$ cat config.mk
export PLATFORM = sky130hd
export DESIGN_NAME = pwo_operand_unpack
export DESIGN_NICKNAME = d
export VERILOG_FILES = /design/src/abr_params_pkg.sv /design/src/ntt_defines_pkg.sv /design/src/pwo_operand_unpack.sv
export SDC_FILE = /design/constraint.sdc
export NUM_CORES = 1
export LEC_CHECK = 0
export BUFFER_PORTS_ARGS = -buffer_cell sky130_fd_sc_hd__buf_2
export CORE_AREA = 2 2 227 229
export CTS_BUF_LIST = sky130_fd_sc_hd__clkbuf_16
export CTS_CLUSTER_SIZE = 8
export DETAILED_ROUTE_END_ITERATION = 6
export DIE_AREA = 0 0 229 231
export PLACE_DENSITY_LB_ADDON = 0.05
export SLEW_MARGIN = 20
export SYNTH_ARGS = -nofsm -noshare
export SYNTH_HDL_FRONTEND = slang
export SYNTH_SLANG_ARGS = --single-unit
$ cat constraint.sdc
create_clock -name clk -period 0.8 [get_ports clk]
set_input_delay 0.12 -clock clk [delete_from_list [all_inputs] [get_ports clk]]
set_output_delay 0.12 -clock clk [all_outputs]
set_load 0.01 [all_outputs]
$ cat src/abr_params_pkg.sv
// Shared widths, modulus and polynomial sizing, imported by every pointwise engine block
package abr_params_pkg;

    // ========================================================================
    // Coefficient and memory word format
    // ========================================================================

    // One coefficient mod q
    localparam int coef_width = 23;

    // Slot per coefficient in a memory word, top bit always zero
    localparam int coef_slot = 24;

    // Coefficients per memory word
    localparam int num_lanes = 4;

    localparam int mem_data_width = num_lanes * coef_slot;
    localparam int mem_addr_width = 10;

    // 256 coefficients, four per word
    localparam int poly_words = 64;

    // Dilithium modulus, 2^23 - 2^13 + 1
    localparam logic [coef_width-1:0] dilithium_q = 23'd8380417;

    // Register stages inside one arithmetic lane
    localparam int lane_latency = 2;

    // ========================================================================
    // Basic types
    // ========================================================================

    typedef logic [coef_width-1:0]     coef_t;
    typedef logic [mem_data_width-1:0] mem_data_t;
    typedef logic [mem_addr_width-1:0] mem_addr_t;

endpackage

$ cat src/ntt_defines_pkg.sv
// Mode and memory command encodings plus the structs passed between pointwise engine blocks
package ntt_defines_pkg;

    import abr_params_pkg::*;

    // Pointwise multiply, add, subtract
    typedef enum logic [1:0] {
        pwm = 2'd0,
        pwa = 2'd1,
        pws = 2'd2
    } pwo_mode_e;

    typedef enum logic [1:0] {
        rw_idle  = 2'd0,
        rw_read  = 2'd1,
        rw_write = 2'd2
    } rw_cmd_e;

    // Memory request, read or write at one word address
    typedef struct packed {
        rw_cmd_e   rd_wr_en;
        mem_addr_t addr;
    } mem_if_t;

    // Base word addresses of the three polynomials
    typedef struct packed {
        mem_addr_t addr_a;
        mem_addr_t addr_b;
        mem_addr_t addr_c;
    } pwo_mem_addr_t;

    // Operands of one lane, w is the accumulate term
    typedef struct packed {
        coef_t u;
        coef_t v;
        coef_t w;
    } lane_opnd_t;

    // Travels with each word through the pipeline
    typedef struct packed {
        logic      valid;
        logic      acc;
        mem_addr_t addr;
    } pwo_tag_t;

    typedef enum logic [1:0] {
        idle  = 2'd0,
        run   = 2'd1,
        drain = 2'd2
    } ctrl_state_e;

endpackage

$ cat src/pwo_operand_unpack.sv
// Operand feeder that aligns the tag with memory read data and splits each word into lanes
`timescale 1ns/100ps

module pwo_operand_unpack (
    input  logic                                                    clk,
    input  logic                                                    reset_n,
    input  logic                                                    zeroize_i,
    input  ntt_defines_pkg::pwo_tag_t                               tag_i,
    input  abr_params_pkg::mem_data_t                               a_data_i,
    input  abr_params_pkg::mem_data_t                               b_data_i,
    input  abr_params_pkg::mem_data_t                               c_data_i,
    output ntt_defines_pkg::lane_opnd_t [abr_params_pkg::num_lanes-1:0] opnd_o,
    output ntt_defines_pkg::pwo_tag_t                               tag_o
);

    import abr_params_pkg::*;
    import ntt_defines_pkg::*;

    pwo_tag_t  tag_d1;
    pwo_tag_t  tag_q;
    mem_data_t a_q;
    mem_data_t b_q;
    mem_data_t c_q;

    // Tag waits one cycle for the memory, then lands with the data
    always_ff @(posedge clk or negedge reset_n) begin
        if (!reset_n) begin
            tag_d1 <= '0;
            tag_q  <= '0;
            a_q    <= '0;
            b_q    <= '0;
            c_q    <= '0;
        end else if (zeroize_i) begin
            tag_d1 <= '0;
            tag_q  <= '0;
            a_q    <= '0;
            b_q    <= '0;
            c_q    <= '0;
        end else begin
            tag_d1 <= tag_i;
            tag_q  <= tag_d1;
            a_q    <= a_data_i;
            b_q    <= b_data_i;
            c_q    <= c_data_i;
        end
    end

    // Drop the spare top bit of each slot
    always_comb begin
        for (int i = 0; i < num_lanes; i++) begin
            opnd_o[i].u = a_q[i*coef_slot +: coef_width];
            opnd_o[i].v = b_q[i*coef_slot +: coef_width];
            // No accumulate term for add, subtract or plain multiply
            opnd_o[i].w = tag_q.acc ? c_q[i*coef_slot +: coef_width] : '0;
        end
    end

    assign tag_o = tag_q;

endmodule

==> impl_metrics.py <==
metrics = {
    "status": {
        "status": "finished, violations left",
        "violations": "negative setup slack",
    },
    "yosys": {
        "synth_seq_cells": 300,
        "syn-cell-area_sq_um": 10200,
        "yosysWarningCount": 0,
        "synth.distinct_cells": 6,
        "synth-seq-area-share_pct": 73.8,
        "synth_top_cells_by_area": "dfrtp_1 (74%), nor2b_1 (18%), and2_1 (5.7%)",
        "synth_nets": 1038,
        "syn_area_per_cell_sq_um": 13.8,
        "synth_top_area_share_pct": 73.8,
        "synth_cells": 735,
        "yosysTopAreaCell": "dfrtp_1",
    },
    "pwr": {
        "total_power_mw": 37.4,
        "vdd.ir_drop.worst_v": 0.00120,
        "power_density_nw_per_um2": 1920,
        "power.leakage_nw": 9.75,
    },
    "worst_setup_path": {
        "crit_chain": "buf_12 > buf_12 > and2_1 > buf_2",
        "crit_fanout": 19,
        "critPathSlowestCell": "dfrtp_2",
        "cp.arrival_ps": 1580,
        "cp_num_buf_inv": 3,
        "crit_type": "reg -> out",
        "cpMostUsedCell": "buf_12",
        "end_kind": "output pin",
        "crit_family": "buffers and inverters",
        "max_stage_delay_ps": 430,
        "crit_path_start_kind": "flop",
        "worst-endpoint-required_ps": 680,
    },
    "clock_network": {
        "clock_path_buffers": 3,
        "insertion_delay_ps": 540,
        "clock_sinks": 300,
        "tritoncts": "yes",
        "htreeDepth": 2,
        "cts_buffers": 43,
        "root_buffer": "clkbuf_16",
        "clk_pin_slew_ps": 50,
    },
    "drt": {
        "drtPass1Iterations": 4,
        "post_drt_wl_per_cell_um": 17.4,
        "vias": 8554,
        "viasPerCell": 3.66,
        "ant_nets": 0,
        "wirelength_mm": 40.6,
        "drc": 0,
        "drt_iter0_markers": 223,
    },
    "die": {
        "initial_core_util_pct": 20.1,
        "die_y_um": 231,
        "die-area_sq_um": 52900,
        "row_count": 83,
        "die_x_um": 229,
        "pin_count": 591,
        "coreArea_sq_um": 50700,
    },
    "grt": {
        "grt_util_all_layers_pct": 14.7,
        "grt_max_degree": 79,
        "antenna_found_initial": 2,
        "first_global_vias": 9616,
        "overflow": 0,
        "grt_pass1_wl_mm": 58.8,
    },
    "run": {
        "drv_cap": 0,
    },
    "sta": {
        "skew_ps": 2.48,
        "slew_violations": 0,
        "maxSlewHeadroom_pct": 74.2,
        "worstMarginPinSlew_ps": 388,
        "tns_ps": -147990,
        "rsz0062_at_grt": "true",
        "setup_ws_ps": -897,
        "hold_viol": 0,
        "layout_min_cycle_time_ps": 1700,
        "finalSetupViolCount": 288,
        "fmax_ghz": 0.589,
        "fin_crit_sh_pct": 212,
        "fin_hold_ws_ps": 38.2,
    },
    "placed_design": {
        "dp_hpwl_mm": 29.5,
        "place_area_sq_um": 14200,
        "io_buffers": 578,
        "place_congestion": 0.768,
    },
    "layout": {
        "finish.utilization_pct": 38.4,
        "design_area_sq_um": 19400,
        "final_common_cell": "buf_2",
        "layout_common_cells": "buf_2 (427), nor2b_1 (300), dfrtp_1 (299)",
        "fin_nets": 1956,
        "final_layout_size_suffix_gt1_share_pct": 43.0,
        "synthToLayoutAreaGrowth_pct": 91.1,
    },
    "min_path": {
        "hp-class": "in -> reg",
    },
}
## where the power goes
group / switching (mW) / leakage (nW) / total [mW] / internal, mW
clock: 6.39 / 0.581 / 16.2 / 9.80
sequential: 0.298 / 3.87 / 16.3 / 16.0
combinational: 1.99 / 5.29 / 4.90 / 2.92
## layer usage
metal | GRT usage (%) | share of wire [%]
met4 | 5.34 | 3.0
met1 | 16.4 | 38
met5 | 0 | 0.039
met2 | 25.3 | 51
met3 | 5.98 | 8.6
## registers in the layout, summed over array words and instances, names as in the netlist
name / flops
c_q: 92
tag_o: 12
a_q: 92
b_q: 92
tag_d1: 12
## what timing repair did
| item | 4_1_cts | 5_1_grt |
|---|---|---|
| hold buffers | 290 | 0 |
| gates cloned | 0 | 7 |
| setup endpoints to repair | 288 | 288 |
| setup buffers | 0 | 2 |
| resized for setup | 173 | 81 |
| endpoints found under the hold margin | 588 | 0 |
| pin swaps | 0 | 0 |
## through the flow
stage,std cells,setup slack [ps]
after floorplan,735,-175
after detailed placement,1989,-296
after global placement,1989,-281
final,2339,-897
after global routing,2339,-964
after CTS,2329,-905
## cell families (layout without fill, tap and decap cells)
| group | Yosys count | in the layout | share of synthesized area, % |
|---|---|---|---|
| flip-flops | 300 | 300 | 73.8 |
| buffers and inverters | 43 | 966 | 2.10 |
| other | 0 | 1 | 0 |
| AND/OR/NAND/NOR | 392 | 392 | 24.1 |
## final timing paths
path	to	slack (ps)	cells past startpoint	startpoint
max	opnd_o[216]	-900	4	tag_o[10]
max in group asynchronous	c_q[87]	180	4	reset_n
min reg2reg	tag_o[0]	460	1	tag_d1[0]
max reg2reg	tag_o[6]	210	1	tag_d1[6]
min in group asynchronous	a_q[29]	180	3	reset_n
min	a_q[79]	40	3	zeroize_i
## cell usage after synthesis
master and count:
clkbuf_1 1, dfrtp_1 300, nor2b_1 300, buf_2 34, and2_1 92, clkbuf_2 8
## cell type report
type | instances | area [sq um]
Tap cell | 680 | 851
Sequential cell | 300 | 7510
Clock inverter | 5 | 18.8
Fill cell | 5083 | 31200
Antenna cell | 1 | 2.50
Timing Repair Buffer | 916 | 7380
Multi-Input combinational cell | 392 | 2550
Clock buffer | 45 | 1130
No activity file was read; power rests on OpenSTA's default activity.
