[src/abr_params_pkg.sv]
// Shared widths, modulus and polynomial sizing, imported by every pointwise engine block
package abr_params_pkg;

    // ========================================================================
    // Coefficient and memory word format
    // ========================================================================

    // One coefficient mod q
    localparam int coef_width = 23;

    // Slot per coefficient in a memory word, top bit always zero
    localparam int coef_slot = 24;

    // Coefficients per memory word
    localparam int num_lanes = 4;

    localparam int mem_data_width = num_lanes * coef_slot;
    localparam int mem_addr_width = 10;

    // 256 coefficients, four per word
    localparam int poly_words = 64;

    // Dilithium modulus, 2^23 - 2^13 + 1
    localparam logic [coef_width-1:0] dilithium_q = 23'd8380417;

    // Register stages inside one arithmetic lane
    localparam int lane_latency = 2;

    // ========================================================================
    // Basic types
    // ========================================================================

    typedef logic [coef_width-1:0]     coef_t;
    typedef logic [mem_data_width-1:0] mem_data_t;
    typedef logic [mem_addr_width-1:0] mem_addr_t;

endpackage

[src/ntt_defines_pkg.sv]
// Mode and memory command encodings plus the structs passed between pointwise engine blocks
package ntt_defines_pkg;

    import abr_params_pkg::*;

    // Pointwise multiply, add, subtract
    typedef enum logic [1:0] {
        pwm = 2'd0,
        pwa = 2'd1,
        pws = 2'd2
    } pwo_mode_e;

    typedef enum logic [1:0] {
        rw_idle  = 2'd0,
        rw_read  = 2'd1,
        rw_write = 2'd2
    } rw_cmd_e;

    // Memory request, read or write at one word address
    typedef struct packed {
        rw_cmd_e   rd_wr_en;
        mem_addr_t addr;
    } mem_if_t;

    // Base word addresses of the three polynomials
    typedef struct packed {
        mem_addr_t addr_a;
        mem_addr_t addr_b;
        mem_addr_t addr_c;
    } pwo_mem_addr_t;

    // Operands of one lane, w is the accumulate term
    typedef struct packed {
        coef_t u;
        coef_t v;
        coef_t w;
    } lane_opnd_t;

    // Travels with each word through the pipeline
    typedef struct packed {
        logic      valid;
        logic      acc;
        mem_addr_t addr;
    } pwo_tag_t;

    typedef enum logic [1:0] {
        idle  = 2'd0,
        run   = 2'd1,
        drain = 2'd2
    } ctrl_state_e;

endpackage

[src/pwo_lane.sv]
// One coefficient lane doing modular add, subtract or multiply-accumulate in two stages
`timescale 1ns/100ps

module pwo_lane (
    input  logic                        clk,
    input  logic                        reset_n,
    input  logic                        zeroize_i,
    input  ntt_defines_pkg::pwo_mode_e  mode_i,
    input  ntt_defines_pkg::lane_opnd_t opnd_i,
    output abr_params_pkg::coef_t       result_o
);

    import abr_params_pkg::*;
    import ntt_defines_pkg::*;

    logic [2*coef_width-1:0] st1_d;
    logic [2*coef_width-1:0] st1_q;
    logic [36:0]             fold1;
    logic [27:0]             fold2;
    logic [coef_width:0]     fold3;
    logic [coef_width:0]     red_in;
    coef_t                   red_out;
    coef_t                   result_q;

    // ========================================================================
    // Stage 1, raw sum, difference or product
    // ========================================================================

    always_comb begin
        case (mode_i)
            pwm: st1_d = (2*coef_width)'(opnd_i.u) * (2*coef_width)'(opnd_i.v) +
                         (2*coef_width)'(opnd_i.w);
            // Adding q keeps the difference positive
            pws: st1_d = (2*coef_width)'(opnd_i.u) + (2*coef_width)'(dilithium_q) -
                         (2*coef_width)'(opnd_i.v);
            default: st1_d = (2*coef_width)'(opnd_i.u) + (2*coef_width)'(opnd_i.v);
        endcase
    end

    // ========================================================================
    // Stage 2, reduction into 0 .. q-1
    // ========================================================================

    // Fold the high part with 2^23 = 2^13 - 1 mod q until below 2q
    assign fold1 = 37'(st1_q[2*coef_width-1:coef_width]) * 37'(13'h1fff) +
                   37'(st1_q[coef_width-1:0]);
    assign fold2 = 28'(fold1[36:coef_width]) * 28'(13'h1fff) + 28'(fold1[coef_width-1:0]);
    assign fold3 = (coef_width+1)'(fold2[27:coef_width]) * (coef_width+1)'(13'h1fff) +
                   (coef_width+1)'(fold2[coef_width-1:0]);

    // Add and subtract already sit below 2q
    assign red_in  = (mode_i == pwm) ? fold3 : st1_q[coef_width:0];
    assign red_out = (red_in >= {1'b0, dilithium_q}) ? coef_t'(red_in - {1'b0, dilithium_q})
                                                     : coef_t'(red_in);

    always_ff @(posedge clk or negedge reset_n) begin
        if (!reset_n) begin
            st1_q    <= '0;
            result_q <= '0;
        end else if (zeroize_i) begin
            st1_q    <= '0;
            result_q <= '0;
        end else begin
            st1_q    <= st1_d;
            result_q <= red_out;
        end
    end

    assign result_o = result_q;

    // Fully reduced whatever the mode
    a_result_below_q: assert property (@(posedge clk) disable iff (!reset_n)
        result_o < dilithium_q);

endmodule

[config.mk]
export PLATFORM = sky130hd
export DESIGN_NAME = pwo_lane
export DESIGN_NICKNAME = d
export VERILOG_FILES = /design/src/abr_params_pkg.sv /design/src/ntt_defines_pkg.sv /design/src/pwo_lane.sv
export SDC_FILE = /design/constraint.sdc
export NUM_CORES = 2
export LEC_CHECK = 0
export ABC_AREA = 1
export BUFFER_PORTS_ARGS = -buffer_cell sky130_fd_sc_hd__buf_4
export CORE_ASPECT_RATIO = 0.8
export CORE_MARGIN = 8
export CORE_UTILIZATION = 30
export CTS_CLUSTER_DIAMETER = 40
export CTS_CLUSTER_SIZE = 12
export DETAILED_ROUTE_END_ITERATION = 12
export PLACE_DENSITY = 0.48
export SLEW_MARGIN = 20
export SYNTH_ARGS = -nofsm -noshare
export SYNTH_HDL_FRONTEND = slang
export SYNTH_SLANG_ARGS = --single-unit
[constraint.sdc]
create_clock -name clk -period 47.6 [get_ports clk]
set_input_delay 9.52 -clock clk [delete_from_list [all_inputs] [get_ports clk]]
set_output_delay 9.52 -clock clk [all_outputs]
set_load 0.005 [all_outputs]
==> results.ini <==
[outcome]
status=completed

[drt]
wl_met1_mm=58.6
viasPerCell=4.63
drc=0
drt-total-wl_mm=118
drt_iter0_drc=2128
highest_layer=met5
vias=30100
met3_length_mm=8.68
wl_per_cell_um=18.1
met2_length_mm=49.2
ant_nets=0
firstDrtPassIters=5

[worst_setup_path]
crit_family=adder cells
critPathCapture=result_o[1]$_DFF_PN0_
critPathCaptureType=flip-flop
worstPathBufferInverterCount=10
crit_path_frequent_cell=fa_1
startpoint=st1_q[44]$_DFF_PN0_
crit_fanout=42
setup.worst_path.start_class=flip-flop
r2r_cells=66
arrival_ns=16.85
slowest_delay_ns=0.80
cp.depth=66
cp_slowest_cell=xor2_1
r2r-end=result_o[1]$_DFF_PN0_
reg2reg_from=st1_q[44]$_DFF_PN0_
critPathRequiredTime_ns=47.89
regToRegSetupSlack_ns=31.04
worst-setup-path-type=reg2reg

[sta]
max_slew.worst_pin.slew_ns=0.986
slew_headroom_pct=34.1
fmax_mhz=60.4
fin_worst_skew_ns=0.0135
rsz0062_at_grt=false
slew_viol_final=0
setup_violations=0
tns_ns=0
layout_min_cycle_time_ns=16.56
finalCritPeriodShare_pct=34.8
hold_viol_final=0

[placement]
hpwl_mm=101
portBuffers=96
place.gp.congestion=0.889

[synth]
yosysUniqueCellTypes=51
synth.area.top_cells=fa_1, ha_1, inv_1
synthCells=4837
ys_ff_latch=69
ys_async_sr_fraction_pct=100
netlist_area_um2=38300
yosys_warnings=0
yosysTopAreaCellShare_pct=41.3
ys_seq_area_share_pct=4.51
synth_ff_type=dfrtp_1
synth_edf_count=0
yosys.area.top_type=fa_1
avgSynthCellArea_um2=7.92
synth_nets=6145

[floorplanning]
io_pins=97
core_um2=127000
die_area_um2=139000
die_w_um=416
rows=117
initial_core_util_pct=30.2
dieHeight_um=336

[clocking]
clock_path_buffers=2
cts_resized=0
cts_buffers=9
clock_latency_ns=0.36
clock_sinks=69
cts_setup_buffers=0
hold_buffers=0
cts_tree=yes
cts_max_level=3
cts-root-buf=clkbuf_16
clkSlewWorstSetupHoldPaths_ns=0.06

[global_routing]
grt_pass1_vias=32100
antenna_found_initial=3
globalRouteOverflowTotal=0
grtUsageTotal_pct=17.1
grt_first_pass_wirelength_mm=188
grt_max_degree=61

[flow_run]
drv_cap=0

[finish]
syn_to_final_growth_pct=7.13
layout-drive-gt1-share_pct=3.51
antenna_cells=0
fillCellCount=13600
fin_nets=6142

[hold_path]
hold_path.class=reg2reg

cell type report:
type,instances,area (um^2),area share (%)
inverters,1363,5120,12.5
well taps,1666,2080,5.08
clock buffers,10,239,0.582
clock inverters,6,93.8,0.229
multi-input cells,3285,31000,75.5
repair buffers,106,796,1.94
flip-flops and latches,69,1730,4.21
cells in the final DEF, fill, tap and decap left out, drive strengths merged, types with 21 or more instances in the layout:
cell | netlist | layout
inv | 1363 | 1365
nand4 | 32 | 32
o21bai | 21 | 21
nand2 | 990 | 990
xor2 | 61 | 61
nor3 | 27 | 27
xnor2 | 40 | 40
nand3 | 125 | 125
buf | 11 | 106
ha | 444 | 444
o21ai | 130 | 130
nor2 | 211 | 211
dfrtp | 69 | 69
a21oi | 289 | 289
a31oi | 23 | 23
fa | 790 | 790
cells by family (layout without fill, tap and decap cells):
family,after synthesis,count (layout),synth area share [%]
flip-flops,69,69,4.51
XOR/XNOR,101,101,2.31
adder cells (fa/ha/maj),1234,1234,55.8
AND/OR/NAND/NOR,1424,1424,15.1
AO/OA/AOI/OAI,526,526,7.65
buffers and inverters,1483,1485,14.6
flip-flops by register name, indices dropped and copies added (netlist names):
| name | cells |
|---|---|
| result_o | 23 |
| st1_q | 46 |
worst min-delay path, cell delays in order (launching register included):
cell and delay, ns:
dfrtp_1 0.40, o21ai_2 0.11, inv_1 0.10, a21oi_1 0.05, nor2_1 0.09
cell usage after synthesis (9+ instances only):
master    count
or2_2        15
a21o_1        9
nand3_1     123
o21ai_0     118
o21a_1       17
nor2_1      203
o211ai_1      9
nor3_1       27
a31oi_1      23
dfrtp_1      69
ha_1        444
nand2_1     982
inv_1      1360
nand4_1      32
a21oi_1     284
clkbuf_1    109
xor2_1       61
o21bai_1     21
nor4_1        9
fa_1        790
xnor2_1      40
how the worst min path moves through the flow:
| stage | cells past startpoint | slack (ns) | start | end |
|---|---|---|---|---|
| after detailed placement | 4 | 0.77 | st1_q[5]$_DFF_PN0_ | result_o[5]$_DFF_PN0_ |
| after global placement | 4 | 0.78 | st1_q[5]$_DFF_PN0_ | result_o[5]$_DFF_PN0_ |
| after CTS | 4 | 0.78 | st1_q[5]$_DFF_PN0_ | result_o[5]$_DFF_PN0_ |
| after global routing | 4 | 0.85 | st1_q[5]$_DFF_PN0_ | result_o[5]$_DFF_PN0_ |
| final | 4 | 0.77 | st1_q[5]$_DFF_PN0_ | result_o[5]$_DFF_PN0_ |
| after floorplan | 4 | 0.62 | st1_q[15]$_DFF_PN0_ | result_o[15]$_DFF_PN0_ |
layer usage:
metal | vias up | track usage (%)
li1 | 14400 | -
met1 | 14900 | 25.5
met2 | 743 | 25.9
met3 | 71 | 3.96
met4 | 2 | 1.67
met5 | - | 0
through the flow:
stage	cell area, um^2	util, %	cells	setup slack [ns]	hold WS, ns
finish	41000	32.3	6505	31.04	0.772
global route	41000	32.3	6505	29.63	0.853
CTS	41000	32.3	6505	30.90	0.779
detailed placement	40700	32.1	6489	30.92	0.774
global placement	40700	32.1	6489	30.89	0.785
floorplan	38300	-	4837	32.28	0.620
Power is left out: the tool's default activity adds up to more than one toggle a clock period on the data nets, which glitch-free logic cannot reach.
