==> src/abr_params_pkg.sv <==
// Shared widths, modulus and polynomial sizing, imported by every pointwise engine block
package abr_params_pkg;

    // ========================================================================
    // Coefficient and memory word format
    // ========================================================================

    // One coefficient mod q
    localparam int coef_width = 23;

    // Slot per coefficient in a memory word, top bit always zero
    localparam int coef_slot = 24;

    // Coefficients per memory word
    localparam int num_lanes = 4;

    localparam int mem_data_width = num_lanes * coef_slot;
    localparam int mem_addr_width = 10;

    // 256 coefficients, four per word
    localparam int poly_words = 64;

    // Dilithium modulus, 2^23 - 2^13 + 1
    localparam logic [coef_width-1:0] dilithium_q = 23'd8380417;

    // Register stages inside one arithmetic lane
    localparam int lane_latency = 2;

    // ========================================================================
    // Basic types
    // ========================================================================

    typedef logic [coef_width-1:0]     coef_t;
    typedef logic [mem_data_width-1:0] mem_data_t;
    typedef logic [mem_addr_width-1:0] mem_addr_t;

endpackage

==> src/ntt_defines_pkg.sv <==
// Mode and memory command encodings plus the structs passed between pointwise engine blocks
package ntt_defines_pkg;

    import abr_params_pkg::*;

    // Pointwise multiply, add, subtract
    typedef enum logic [1:0] {
        pwm = 2'd0,
        pwa = 2'd1,
        pws = 2'd2
    } pwo_mode_e;

    typedef enum logic [1:0] {
        rw_idle  = 2'd0,
        rw_read  = 2'd1,
        rw_write = 2'd2
    } rw_cmd_e;

    // Memory request, read or write at one word address
    typedef struct packed {
        rw_cmd_e   rd_wr_en;
        mem_addr_t addr;
    } mem_if_t;

    // Base word addresses of the three polynomials
    typedef struct packed {
        mem_addr_t addr_a;
        mem_addr_t addr_b;
        mem_addr_t addr_c;
    } pwo_mem_addr_t;

    // Operands of one lane, w is the accumulate term
    typedef struct packed {
        coef_t u;
        coef_t v;
        coef_t w;
    } lane_opnd_t;

    // Travels with each word through the pipeline
    typedef struct packed {
        logic      valid;
        logic      acc;
        mem_addr_t addr;
    } pwo_tag_t;

    typedef enum logic [1:0] {
        idle  = 2'd0,
        run   = 2'd1,
        drain = 2'd2
    } ctrl_state_e;

endpackage

==> src/pwo_result_pack.sv <==
// Result drain that aligns the write tag with lane latency and registers the packed write
`timescale 1ns/100ps

module pwo_result_pack (
    input  logic                                              clk,
    input  logic                                              reset_n,
    input  logic                                              zeroize_i,
    input  ntt_defines_pkg::pwo_tag_t                         tag_i,
    input  abr_params_pkg::coef_t [abr_params_pkg::num_lanes-1:0] result_i,
    output ntt_defines_pkg::mem_if_t                          wr_req_o,
    output abr_params_pkg::mem_data_t                         wr_data_o,
    output logic                                              wr_valid_o
);

    import abr_params_pkg::*;
    import ntt_defines_pkg::*;

    pwo_tag_t [lane_latency-1:0] tag_pipe;
    pwo_tag_t                    tag_aligned;
    mem_data_t                   wr_data_d;
    mem_if_t                     wr_req_q;
    mem_data_t                   wr_data_q;

    assign tag_aligned = tag_pipe[lane_latency-1];

    // Repack lanes with a zero in each slot's top bit
    always_comb begin
        for (int i = 0; i < num_lanes; i++) begin
            wr_data_d[i*coef_slot +: coef_slot] = {1'b0, result_i[i]};
        end
    end

    always_ff @(posedge clk or negedge reset_n) begin
        if (!reset_n) begin
            tag_pipe  <= '0;
            wr_req_q  <= '0;
            wr_data_q <= '0;
        end else if (zeroize_i) begin
            tag_pipe  <= '0;
            wr_req_q  <= '0;
            wr_data_q <= '0;
        end else begin
            tag_pipe          <= {tag_pipe[lane_latency-2:0], tag_i};
            wr_req_q.rd_wr_en <= tag_aligned.valid ? rw_write : rw_idle;
            wr_req_q.addr     <= tag_aligned.addr;
            wr_data_q         <= wr_data_d;
        end
    end

    assign wr_req_o   = wr_req_q;
    assign wr_data_o  = wr_data_q;
    assign wr_valid_o = (wr_req_q.rd_wr_en == rw_write);

    // Back to back writes always target different words
    a_no_repeat_addr: assert property (@(posedge clk) disable iff (!reset_n || zeroize_i)
        (wr_valid_o && $past(wr_valid_o)) |-> (wr_req_o.addr != $past(wr_req_o.addr)));

endmodule

==> config.mk <==
export PLATFORM = sky130hd
export DESIGN_NAME = pwo_result_pack
export DESIGN_NICKNAME = d
export VERILOG_FILES = /design/src/abr_params_pkg.sv /design/src/ntt_defines_pkg.sv /design/src/pwo_result_pack.sv
export SDC_FILE = /design/constraint.sdc
export NUM_CORES = 1
export LEC_CHECK = 0
export ABC_AREA = 0
export BUFFER_PORTS_ARGS = -buffer_cell sky130_fd_sc_hd__buf_2
export CAP_MARGIN = 20
export CORE_ASPECT_RATIO = 1.5
export CORE_MARGIN = 4
export CORE_UTILIZATION = 25
export DETAILED_ROUTE_END_ITERATION = 6
export SETUP_SLACK_MARGIN = 0.05
export SLEW_MARGIN = 10
export SYNTH_ARGS = -nofsm -noshare
export SYNTH_HDL_FRONTEND = slang
export SYNTH_SLANG_ARGS = --single-unit
==> constraint.sdc <==
create_clock -name clk -period 0.8 [get_ports clk]
set_input_delay 0.04 -clock clk [delete_from_list [all_inputs] [get_ports clk]]
set_output_delay 0.04 -clock clk [all_outputs]
set_load 0.05 [all_outputs]
==> flow_metrics.env, run 1 <==
export IMPL_dp_final_hpwl_mm=7.097
export IMPL_htreeDepth=4
export IMPL_die_h_um=163.7
export IMPL_worstSetupPathType="reg -> out"
export IMPL_min_period_over_period=1.246
export IMPL_clockBufferDepth=2
export IMPL_worstPathRequired_ns=0.76
export IMPL_finalSetupViolations=104
export IMPL_switching_power_mw=4.281
export IMPL_rsz0062_at_grt="yes"
export IMPL_drtAntennaViolNets=0
export IMPL_layout_nets=700
export IMPL_violations="setup timing"
export IMPL_clkSinkCount=125
export IMPL_period_needed_ns=0.9971
export IMPL_path_delay_family="flip-flops"
export IMPL_drtIter0Drc=98
export IMPL_wirelength_mm=11.16
export IMPL_path_clk_slew_ns=0.06
export IMPL_rows=56
export IMPL_grt_pass1_wl_mm=17.81
export IMPL_fp_dieW_um=111.8
export IMPL_cts_setup_buffers=0
export IMPL_start_kind="register"
export IMPL_cts_tree="yes"
export IMPL_grt_ovfl_total=0
export IMPL_drive_above_1_share=0.4043
export IMPL_netlist_area_mm2=0.004039
export IMPL_numCtsBuffers=17
export IMPL_hold_path_class="in -> reg"
export IMPL_final_common_cell="nor2b_1"
export IMPL_final_cell_area_mm2=0.007615
export IMPL_avgRoutedWirePerCell_um=13.79
export IMPL_skew_ns=0.005640
export IMPL_leakage_nw=3.730
export IMPL_status="complete, but fails checks"
export IMPL_clock_fmax_mhz=1003
export IMPL_intPower_mw=12.50
export IMPL_grt_usage=0.1231
export IMPL_critPathCaptureType="primary output"
export IMPL_pwr_density_cell_mw_per_mm2=2203
export IMPL_ys_seq_elements=125
export IMPL_grt_pass1_vias=3502
export IMPL_crit_fanout=2
export IMPL_dieArea_mm2=0.01830
export IMPL_insertion_delay_ns=0.39
export IMPL_critical_path_buf_inv_count=1
export IMPL_fill_cells=1361
export IMPL_area_delta_synth_final_pct=88.54
export IMPL_cts_root_buf="clkbuf_16"
export IMPL_synthCells=270
export IMPL_max_stage_delay_ns=0.41
export IMPL_share_comb_of_total_power=0.163
export IMPL_yosysUniqueCellTypes=5
export IMPL_slew_violations=0
export IMPL_fp_coreArea_mm2=0.01577
export IMPL_cp_arrival_ns=0.96
export IMPL_p_clk_frac=0.434
export IMPL_io_buffers=209
export IMPL_drt_pass1_iter_count=4
export IMPL_swShare=0.2552
export IMPL_placed_area_mm2=0.005363
export IMPL_fin_ws_ns=-0.1971
export IMPL_mostFrequentLayoutCells="nor2b_1 (125), dfrtp_1 (124), buf_6 (104), dlygate4sd3_1 (103), buf_2 (103)"
export IMPL_fin_tns_setup_ns=-16.44
export IMPL_synth_avg_cell_area_um2=14.96
export IMPL_routabilityCongestion=0.6896
export IMPL_drv_cap=0
export IMPL_final_hold_viol_count=0
export IMPL_whs_ns=0.009822
export IMPL_power_total_mw=16.78
export IMPL_drc=0
export IMPL_ys_seq_area_frac=0.7745
export IMPL_vias_per_cell=3.800
export IMPL_antenna_found_initial=0
export IMPL_sequentialPowerShare=0.403
export IMPL_start_util=0.2562
export IMPL_grt_max_degree=52
export IMPL_num_vias=3074
export IMPL_peakVddDrop_v=0.001103
export IMPL_io_pins=216
export IMPL_ys_warn_count=0
export IMPL_crit_slowest_cell="dfrtp_2"
export IMPL_crit_chain="buf_6"
export IMPL_insertedDiodeCount=0
==> final timing paths <==
| check | start | end | slack, ns | cells past startpoint |
|---|---|---|---|---|
| max | wr_req_o[11] | wr_valid_o | -0.20 | 1 |
| min | zeroize_i | wr_data_o[8] | 0.01 | 2 |
| max reg2reg | tag_aligned[8] | wr_req_o[8] | 0.20 | 1 |
| min reg2reg | tag_aligned[3] | wr_req_o[3] | 0.46 | 1 |
| max in group asynchronous | reset_n | wr_data_o[63] | 0.35 | 3 |
| min in group asynchronous | reset_n | wr_data_o[29] | 0.18 | 3 |
==> cell families (layout without fill, tap and decap cells) <==
family,count (synthesis),count (layout),synth area share
flip-flops,125,125,0.7745
AND/OR/NAND/NOR,125,125,0.1936
buffers and inverters,19,351,0.03098
other,1,5,0.0009285
==> layer usage <==
layer,wire length [um],vias up,part of all wire,GRT usage
met5,0,-,0,0
met4,227,0,0.020,0.04759
met3,932,19,0.084,0.04967
met2,6065,145,0.54,0.2162
met1,3929,1462,0.35,0.1322
li1,-,1448,-,-
==> through the flow <==
stage	instances	utilization	setup slack [ns]
after detailed placement	674	0.3402	0.03563
after floorplan	274	-	0.05533
final	809	0.4830	-0.1971
after global routing	809	0.4830	-0.2425
after CTS	809	0.4830	-0.2246
after global placement	674	0.3402	0.06517
==> timing repair <==
action,CTS,global route
hold buffers,103,0
setup endpoints to repair,104,104
gates resized for setup,208,0
endpoints found under the hold margin,227,0
==> power by group through the flow <==
stage / registers, mW / clock network, mW / logic, mW
floorplan: 7.72 / 0 / 0.374
global placement: 6.80 / 0 / 2.00
detailed placement: 6.81 / 0 / 2.03
CTS: 6.76 / 7.51 / 2.74
global route: 6.79 / 7.84 / 2.89
finish: 6.76 / 7.29 / 2.73
==> flip-flops by register name, indices dropped and copies added (netlist names) <==
signal,count
tag_aligned,11
wr_req_o,11
tag_pipe,11
wr_data_o,92
==> Yosys cell counts <==
master | n | area, um^2
buf_2 | 7 | 35.03
buf_4 | 12 | 90.09
dfrtp_1 | 125 | 3128
nor2b_1 | 125 | 782.0
conb_1 | 1 | 3.750
==> layout make-up <==
cell class | instances | area (um^2) | area share
Clock buffer | 22 | 454.2 | 0.05965
Clock inverter | 10 | 116.4 | 0.01528
Tap cell | 203 | 254.0 | 0.03336
Timing Repair Buffer | 319 | 2860 | 0.3756
Sequential cell | 125 | 3129 | 0.4109
Multi-Input combinational cell | 130 | 800.8 | 0.1052
Power figures use the tool's default switching activity.
==> run 2, diff against run 1 <==
--- a/config.mk
+++ b/config.mk
@@ -10,8 +10,10 @@
 export CAP_MARGIN = 20
 export CORE_ASPECT_RATIO = 1.5
 export CORE_MARGIN = 4
-export CORE_UTILIZATION = 25
+export CORE_UTILIZATION = 44
 export DETAILED_ROUTE_END_ITERATION = 6
+export PLACE_DENSITY = 0.79
+export RECOVER_POWER = 100
 export SETUP_SLACK_MARGIN = 0.05
 export SLEW_MARGIN = 10
 export SYNTH_ARGS = -nofsm -noshare
==> run 2 against run 1 <==
  * The flow still finishes with violations (setup timing)
  * Worst setup slack got worse by 0.021 ns
  * Wire length grew 18%
  * Sequential power barely moved
  * Core utilization increased by 37 points
  * Critical endpoint unchanged
  * Highest routed layer unchanged
==> flow_metrics.env, run 2 (synthesis results as in run 1) <==
export IMPL_wirelength_mm=13.14
export IMPL_rrSetupSlack_ns=0.18
export IMPL_clockBufferDepth=2
export IMPL_grt_usage=0.2550
export IMPL_cts_setup_buffers=0
export IMPL_worstSetupPathType="reg -> out"
export IMPL_ff_latch_area_mm2=0.003129
export IMPL_fin_util=0.8507
export IMPL_critPathCaptureType="primary output"
export IMPL_crit_fanout=2
export IMPL_die_h_um=125.3
export IMPL_path_delay_family="flip-flops"
export IMPL_drv_cap=0
export IMPL_avgRoutedWirePerCell_um=18.32
export IMPL_rows=42
export IMPL_critical_path_buf_inv_count=1
export IMPL_crit_slowest_cell="dfrtp_2"
export IMPL_leakage_nw=3.752
export IMPL_reg2reg_from="tag_aligned[9]"
export IMPL_grt_pass1_vias=3794
export IMPL_grt_max_degree=66
export IMPL_layout_nets=701
export IMPL_routabilityCongestion=0.7348
export IMPL_io_pins=216
export IMPL_dp_final_hpwl_mm=6.470
export IMPL_antenna_found_initial=0
export IMPL_cp_depth=1
export IMPL_cts_root_buf="clkbuf_16"
export IMPL_power_total_mw=17.92
export IMPL_mostFrequentLayoutCells="nor2b_1 (125), dfrtp_1 (124), dlygate4sd3_1 (106), buf_6 (105), buf_2 (95)"
export IMPL_drtIter0Drc=126
export IMPL_slew_violations=0
export IMPL_grt_ovfl_total=0
export IMPL_largest_reg_flops=92
export IMPL_num_vias=3223
export IMPL_rsz0062_at_grt="yes"
export IMPL_r2r_end="wr_req_o[9]"
export IMPL_crit_start="wr_req_o[11]"
export IMPL_fill_cells=391
export IMPL_io_buffers=209
export IMPL_start_kind="register"
export IMPL_finalSetupViolations=108
export IMPL_status="complete, but fails checks"
export IMPL_multiInputGateArea_um2=800.8
export IMPL_p_clk_frac=0.467
export IMPL_clock_fmax_mhz=981.9
export IMPL_switching_power_mw=4.433
export IMPL_insertion_delay_ns=0.39
export IMPL_crit_chain="buf_6"
export IMPL_drive_above_1_share=0.3954
export IMPL_path_clk_slew_ns=0.06
export IMPL_numCtsBuffers=17
export IMPL_start_util=0.4548
export IMPL_fin_tns_setup_ns=-17.59
export IMPL_insertedDiodeCount=0
export IMPL_violations="setup timing"
export IMPL_crit_path_end="wr_valid_o"
export IMPL_skew_ns=0.005255
export IMPL_pwr_density_cell_mw_per_mm2=2372
export IMPL_grt_pass1_wl_mm=20.60
export IMPL_whs_ns=0.01044
export IMPL_htreeDepth=4
export IMPL_hold_path_class="in -> async"
export IMPL_area_delta_synth_final_pct=87.05
export IMPL_worstPathRequired_ns=0.76
export IMPL_share_comb_of_total_power=0.155
export IMPL_fp_coreArea_mm2=0.008881
export IMPL_peakVddDrop_v=0.001760
export IMPL_dieArea_mm2=0.01081
export IMPL_vias_per_cell=4.495
export IMPL_drt_pass1_iter_count=5
export IMPL_drtAntennaViolNets=0
export IMPL_clkSinkCount=125
export IMPL_max_stage_delay_ns=0.42
export IMPL_final_common_cell="nor2b_1"
export IMPL_period_needed_ns=1.018
export IMPL_min_period_over_period=1.273
export IMPL_cp_arrival_ns=0.98
export IMPL_reg2reg_depth=1
export IMPL_fp_dieW_um=86.23
export IMPL_fin_ws_ns=-0.2184
export IMPL_cts_tree="yes"
export IMPL_final_hold_viol_count=0
export IMPL_drc=0
export IMPL_intPower_mw=13.49
export IMPL_swShare=0.2473
export IMPL_sequentialPowerShare=0.378
[run 2: cell types whose count changed in the layout (fill, tap and decap cells not counted), sizes merged]
cell,before,now
dlygate4sd3,103,106
buf,216,205
clkinvlp,2,1
bufinv,2,5
clkbuf,22,29
[run 2: per-stage QoR]
stage / setup slack (ns) / instances / instance area (um^2)
final: -0.2184 / 717 / 7555
after CTS: -0.2340 / 716 / 7569
after global routing: -0.2495 / 717 / 7555
after floorplan: 0.05533 / 274 / 4059
after global placement: 0.1329 / 579 / 5219
after detailed placement: 0.1022 / 579 / 5219
[run 2: cell type report]
class | instances | area share
clock inverters | 12 | 0.02534
flip-flops and latches | 125 | 0.4142
clock buffers | 20 | 0.06045
multi-input cells | 130 | 0.1060
well taps | 110 | 0.01822
repair buffers | 320 | 0.3758
[run 2: routing by layer]
layer  wire length, um  global-route usage  up-vias
li1                  -                   -     1447
met1              4455              0.2678     1558
met2              7266              0.4552      182
met3              1006             0.08558       36
met4               410              0.1092        0
met5                 0                   0        -
[run 2: power groups by stage]
stage	registers [mW]	clock network, mW	logic, mW
3_3_place_gp	6.79	0	1.97
5_1_grt	6.80	8.79	2.92
3_5_place_dp	6.80	0	2.00
6_report	6.78	8.37	2.78
4_1_cts	6.76	8.41	2.72
2_1_floorplan	7.72	0	0.374
[run 2: how the worst min path moves through the flow]
stage	from	to	slack [ns]	depth (start not counted)
2_1_floorplan	reset_n	tag_aligned[0]	-0.26	0
3_3_place_gp	reset_n	wr_data_o[80]	-0.12	1
3_5_place_dp	reset_n	wr_data_o[74]	-0.12	1
4_1_cts	reset_n	wr_data_o[74]	-0.01	2
5_1_grt	reset_n	wr_data_o[78]	0.02	2
6_report	reset_n	wr_data_o[74]	0.01	2
[run 2: timing repair]
action,CTS,global route
hold buffers,105,2
resized for setup,208,0
endpoints found under the hold margin,228,5
endpoints found under the setup margin,104,113
pin swaps,0,0
==> run 3, diff against run 2 <==
--- a/config.mk
+++ b/config.mk
@@ -8,11 +8,13 @@
 export ABC_AREA = 0
 export BUFFER_PORTS_ARGS = -buffer_cell sky130_fd_sc_hd__buf_2
 export CAP_MARGIN = 20
+export CELL_PAD_IN_SITES_DETAIL_PLACEMENT = 0
+export CELL_PAD_IN_SITES_GLOBAL_PLACEMENT = 1
 export CORE_ASPECT_RATIO = 1.5
 export CORE_MARGIN = 4
-export CORE_UTILIZATION = 44
+export CORE_UTILIZATION = 34
 export DETAILED_ROUTE_END_ITERATION = 6
-export PLACE_DENSITY = 0.79
+export PLACE_DENSITY_LB_ADDON = 0.1
 export RECOVER_POWER = 100
 export SETUP_SLACK_MARGIN = 0.05
 export SLEW_MARGIN = 10
==> run 3 against run 2 <==
  * The flow still finishes with violations (setup timing)
  * Combinational power decreased by 2%
  * Clock-buffer cell count increased by 1
  * First-iteration DRC count decreased by 72%
  * Register-to-register slack improved by 0.02 ns
  * Core utilization decreased by 21 points
  * Via count decreased by 4.5%
  * Wire length decreased by 18%
  * Design area decreased by 1.2%
  * Final cell count increased by 5.2%
  * Critical path type unchanged
==> flow_metrics.env, run 3 (synthesis results as in run 1) <==
export IMPL_area_delta_synth_final_pct=84.76
export IMPL_dp_final_hpwl_mm=6.922
export IMPL_min_period_over_period=1.262
export IMPL_htreeDepth=4
export IMPL_status="complete, but fails checks"
export IMPL_r2r_end="wr_req_o[7]"
export IMPL_slew_violations=0
export IMPL_fill_cells=870
export IMPL_path_clk_slew_ns=0.05
export IMPL_drtIter0Drc=35
export IMPL_rows=48
export IMPL_insertedDiodeCount=0
export IMPL_power_total_mw=15.89
export IMPL_avgRoutedWirePerCell_um=14.32
export IMPL_antenna_found_initial=0
export IMPL_period_needed_ns=1.010
export IMPL_path_delay_family="flip-flops"
export IMPL_io_buffers=209
export IMPL_violations="setup timing"
export IMPL_start_kind="register"
export IMPL_leakage_nw=3.687
export IMPL_drc=0
export IMPL_crit_fanout=2
export IMPL_drv_cap=0
export IMPL_reg2reg_from="tag_aligned[7]"
export IMPL_rsz0062_at_grt="yes"
export IMPL_top_signal_layer_used="met4"
export IMPL_finalSetupViolations=104
export IMPL_dieArea_mm2=0.01372
export IMPL_hold_start="zeroize_i"
export IMPL_placed_area_mm2=0.005296
export IMPL_fin_util=0.6438
export IMPL_min_to="wr_data_o[73]"
export IMPL_crit_chain="buf_6"
export IMPL_reg2reg_depth=1
export IMPL_final_common_cell="nor2b_1"
export IMPL_worstSetupPathType="reg -> out"
export IMPL_hold_path_class="in -> reg"
export IMPL_vias_per_cell=4.082
export IMPL_cts_root_buf="clkbuf_16"
export IMPL_cts_setup_buffers=0
export IMPL_die_h_um=141.5
export IMPL_cp_arrival_ns=0.97
export IMPL_max_stage_delay_ns=0.42
export IMPL_route_met2_wl_mm=5.891
export IMPL_peakVddDrop_v=0.001419
export IMPL_drtAntennaViolNets=0
export IMPL_grt_max_degree=60
export IMPL_numCtsBuffers=17
export IMPL_wl_met3_um=918
export IMPL_clockBufferDepth=2
export IMPL_drive_above_1_share=0.3990
export IMPL_hold_depth=3
export IMPL_crit_slowest_cell="dfrtp_2"
export IMPL_skew_ns=0.006075
export IMPL_drt_pass1_iter_count=4
export IMPL_largest_reg_flops=92
export IMPL_grt_usage=0.1643
export IMPL_fp_coreArea_mm2=0.01159
export IMPL_critical_path_buf_inv_count=1
export IMPL_cts_tree="yes"
export IMPL_routabilityCongestion=0.7772
export IMPL_grt_pass1_wl_mm=17.62
export IMPL_insertion_delay_ns=0.40
export IMPL_grt_ovfl_total=0
export IMPL_critPathCaptureType="primary output"
export IMPL_wirelength_mm=10.80
export IMPL_pwr_density_cell_mw_per_mm2=2130
export IMPL_final_hold_viol_count=0
export IMPL_io_pins=216
export IMPL_grt_pass1_vias=3476
export IMPL_layout_nets=701
export IMPL_start_util=0.3484
export IMPL_whs_ns=0.04458
export IMPL_clkSinkCount=125
export IMPL_worstPathRequired_ns=0.76
export IMPL_fin_ws_ns=-0.2098
export IMPL_final_cell_area_mm2=0.007462
export IMPL_wl_met1_mm=3.774
export IMPL_rrSetupSlack_ns=0.20
export IMPL_cp_depth=1
export IMPL_num_vias=3078
export IMPL_mostFrequentLayoutCells="nor2b_1 (125), dfrtp_1 (124), buf_6 (105), dlygate4sd3_1 (104), buf_2 (101)"
export IMPL_clock_fmax_mhz=990.3
export IMPL_fp_dieW_um=96.99
[run 3: routing by layer]
| layer | vias up | global-route usage |
|---|---|---|
| met2 | 145 | 0.2966 |
| li1 | 1448 | - |
| met5 | - | 0 |
| met4 | 0 | 0.06435 |
| met1 | 1470 | 0.1686 |
| met3 | 15 | 0.06739 |
[run 3: where the power goes]
part | internal [mW] | switching [mW]
clock network | 3.94 | 2.47
registers | 6.63 | 0.128
logic | 1.19 | 1.53
[run 3: how the worst max path moves through the flow]
stage                          to  slack, ns    startpoint
global route         wr_req_o[11]      -0.24  wr_req_o[11]
CTS                    wr_valid_o      -0.23  wr_req_o[11]
global placement     tag_pipe[11]       0.15     zeroize_i
detailed placement  wr_data_o[55]       0.12     zeroize_i
finish               wr_req_o[11]      -0.21  wr_req_o[11]
floorplan            wr_req_o[11]       0.06  wr_req_o[11]
[run 3: final cells by class]
type | count | area, um^2 | share of cell area
multi-input combinational | 130 | 800.8 | 0.1073
clock inverter | 8 | 47.55 | 0.006372
clock buffer | 21 | 450.4 | 0.06036
timing repair buffer | 320 | 2846 | 0.3815
sequential | 125 | 3129 | 0.4193
tap | 150 | 187.7 | 0.02515
[run 3: what timing repair did]
| item | 4_1_cts | 5_1_grt |
|---|---|---|
| gates resized for setup | 208 | 0 |
| hold buffers | 104 | 0 |
| setup endpoints to repair | 104 | 104 |
| gates cloned | 0 | 0 |
| pin swaps | 0 | 0 |
| hold endpoints to repair | 228 | 0 |
[run 3: tightest hold or removal path, stage by stage]
cell and delay (ns):
buf_4 0.14, buf_12 0.17, nor2b_1 0.06
[run 3: per-stage QoR]
stage / instances / TNS (ns) / setup slack [ns]
after floorplan: 274 / 0 / 0.05533
after global placement: 621 / 0 / 0.1478
after detailed placement: 621 / 0 / 0.1160
after CTS: 754 / -18.62 / -0.2305
after global routing: 754 / -20.58 / -0.2433
final: 754 / -16.63 / -0.2098
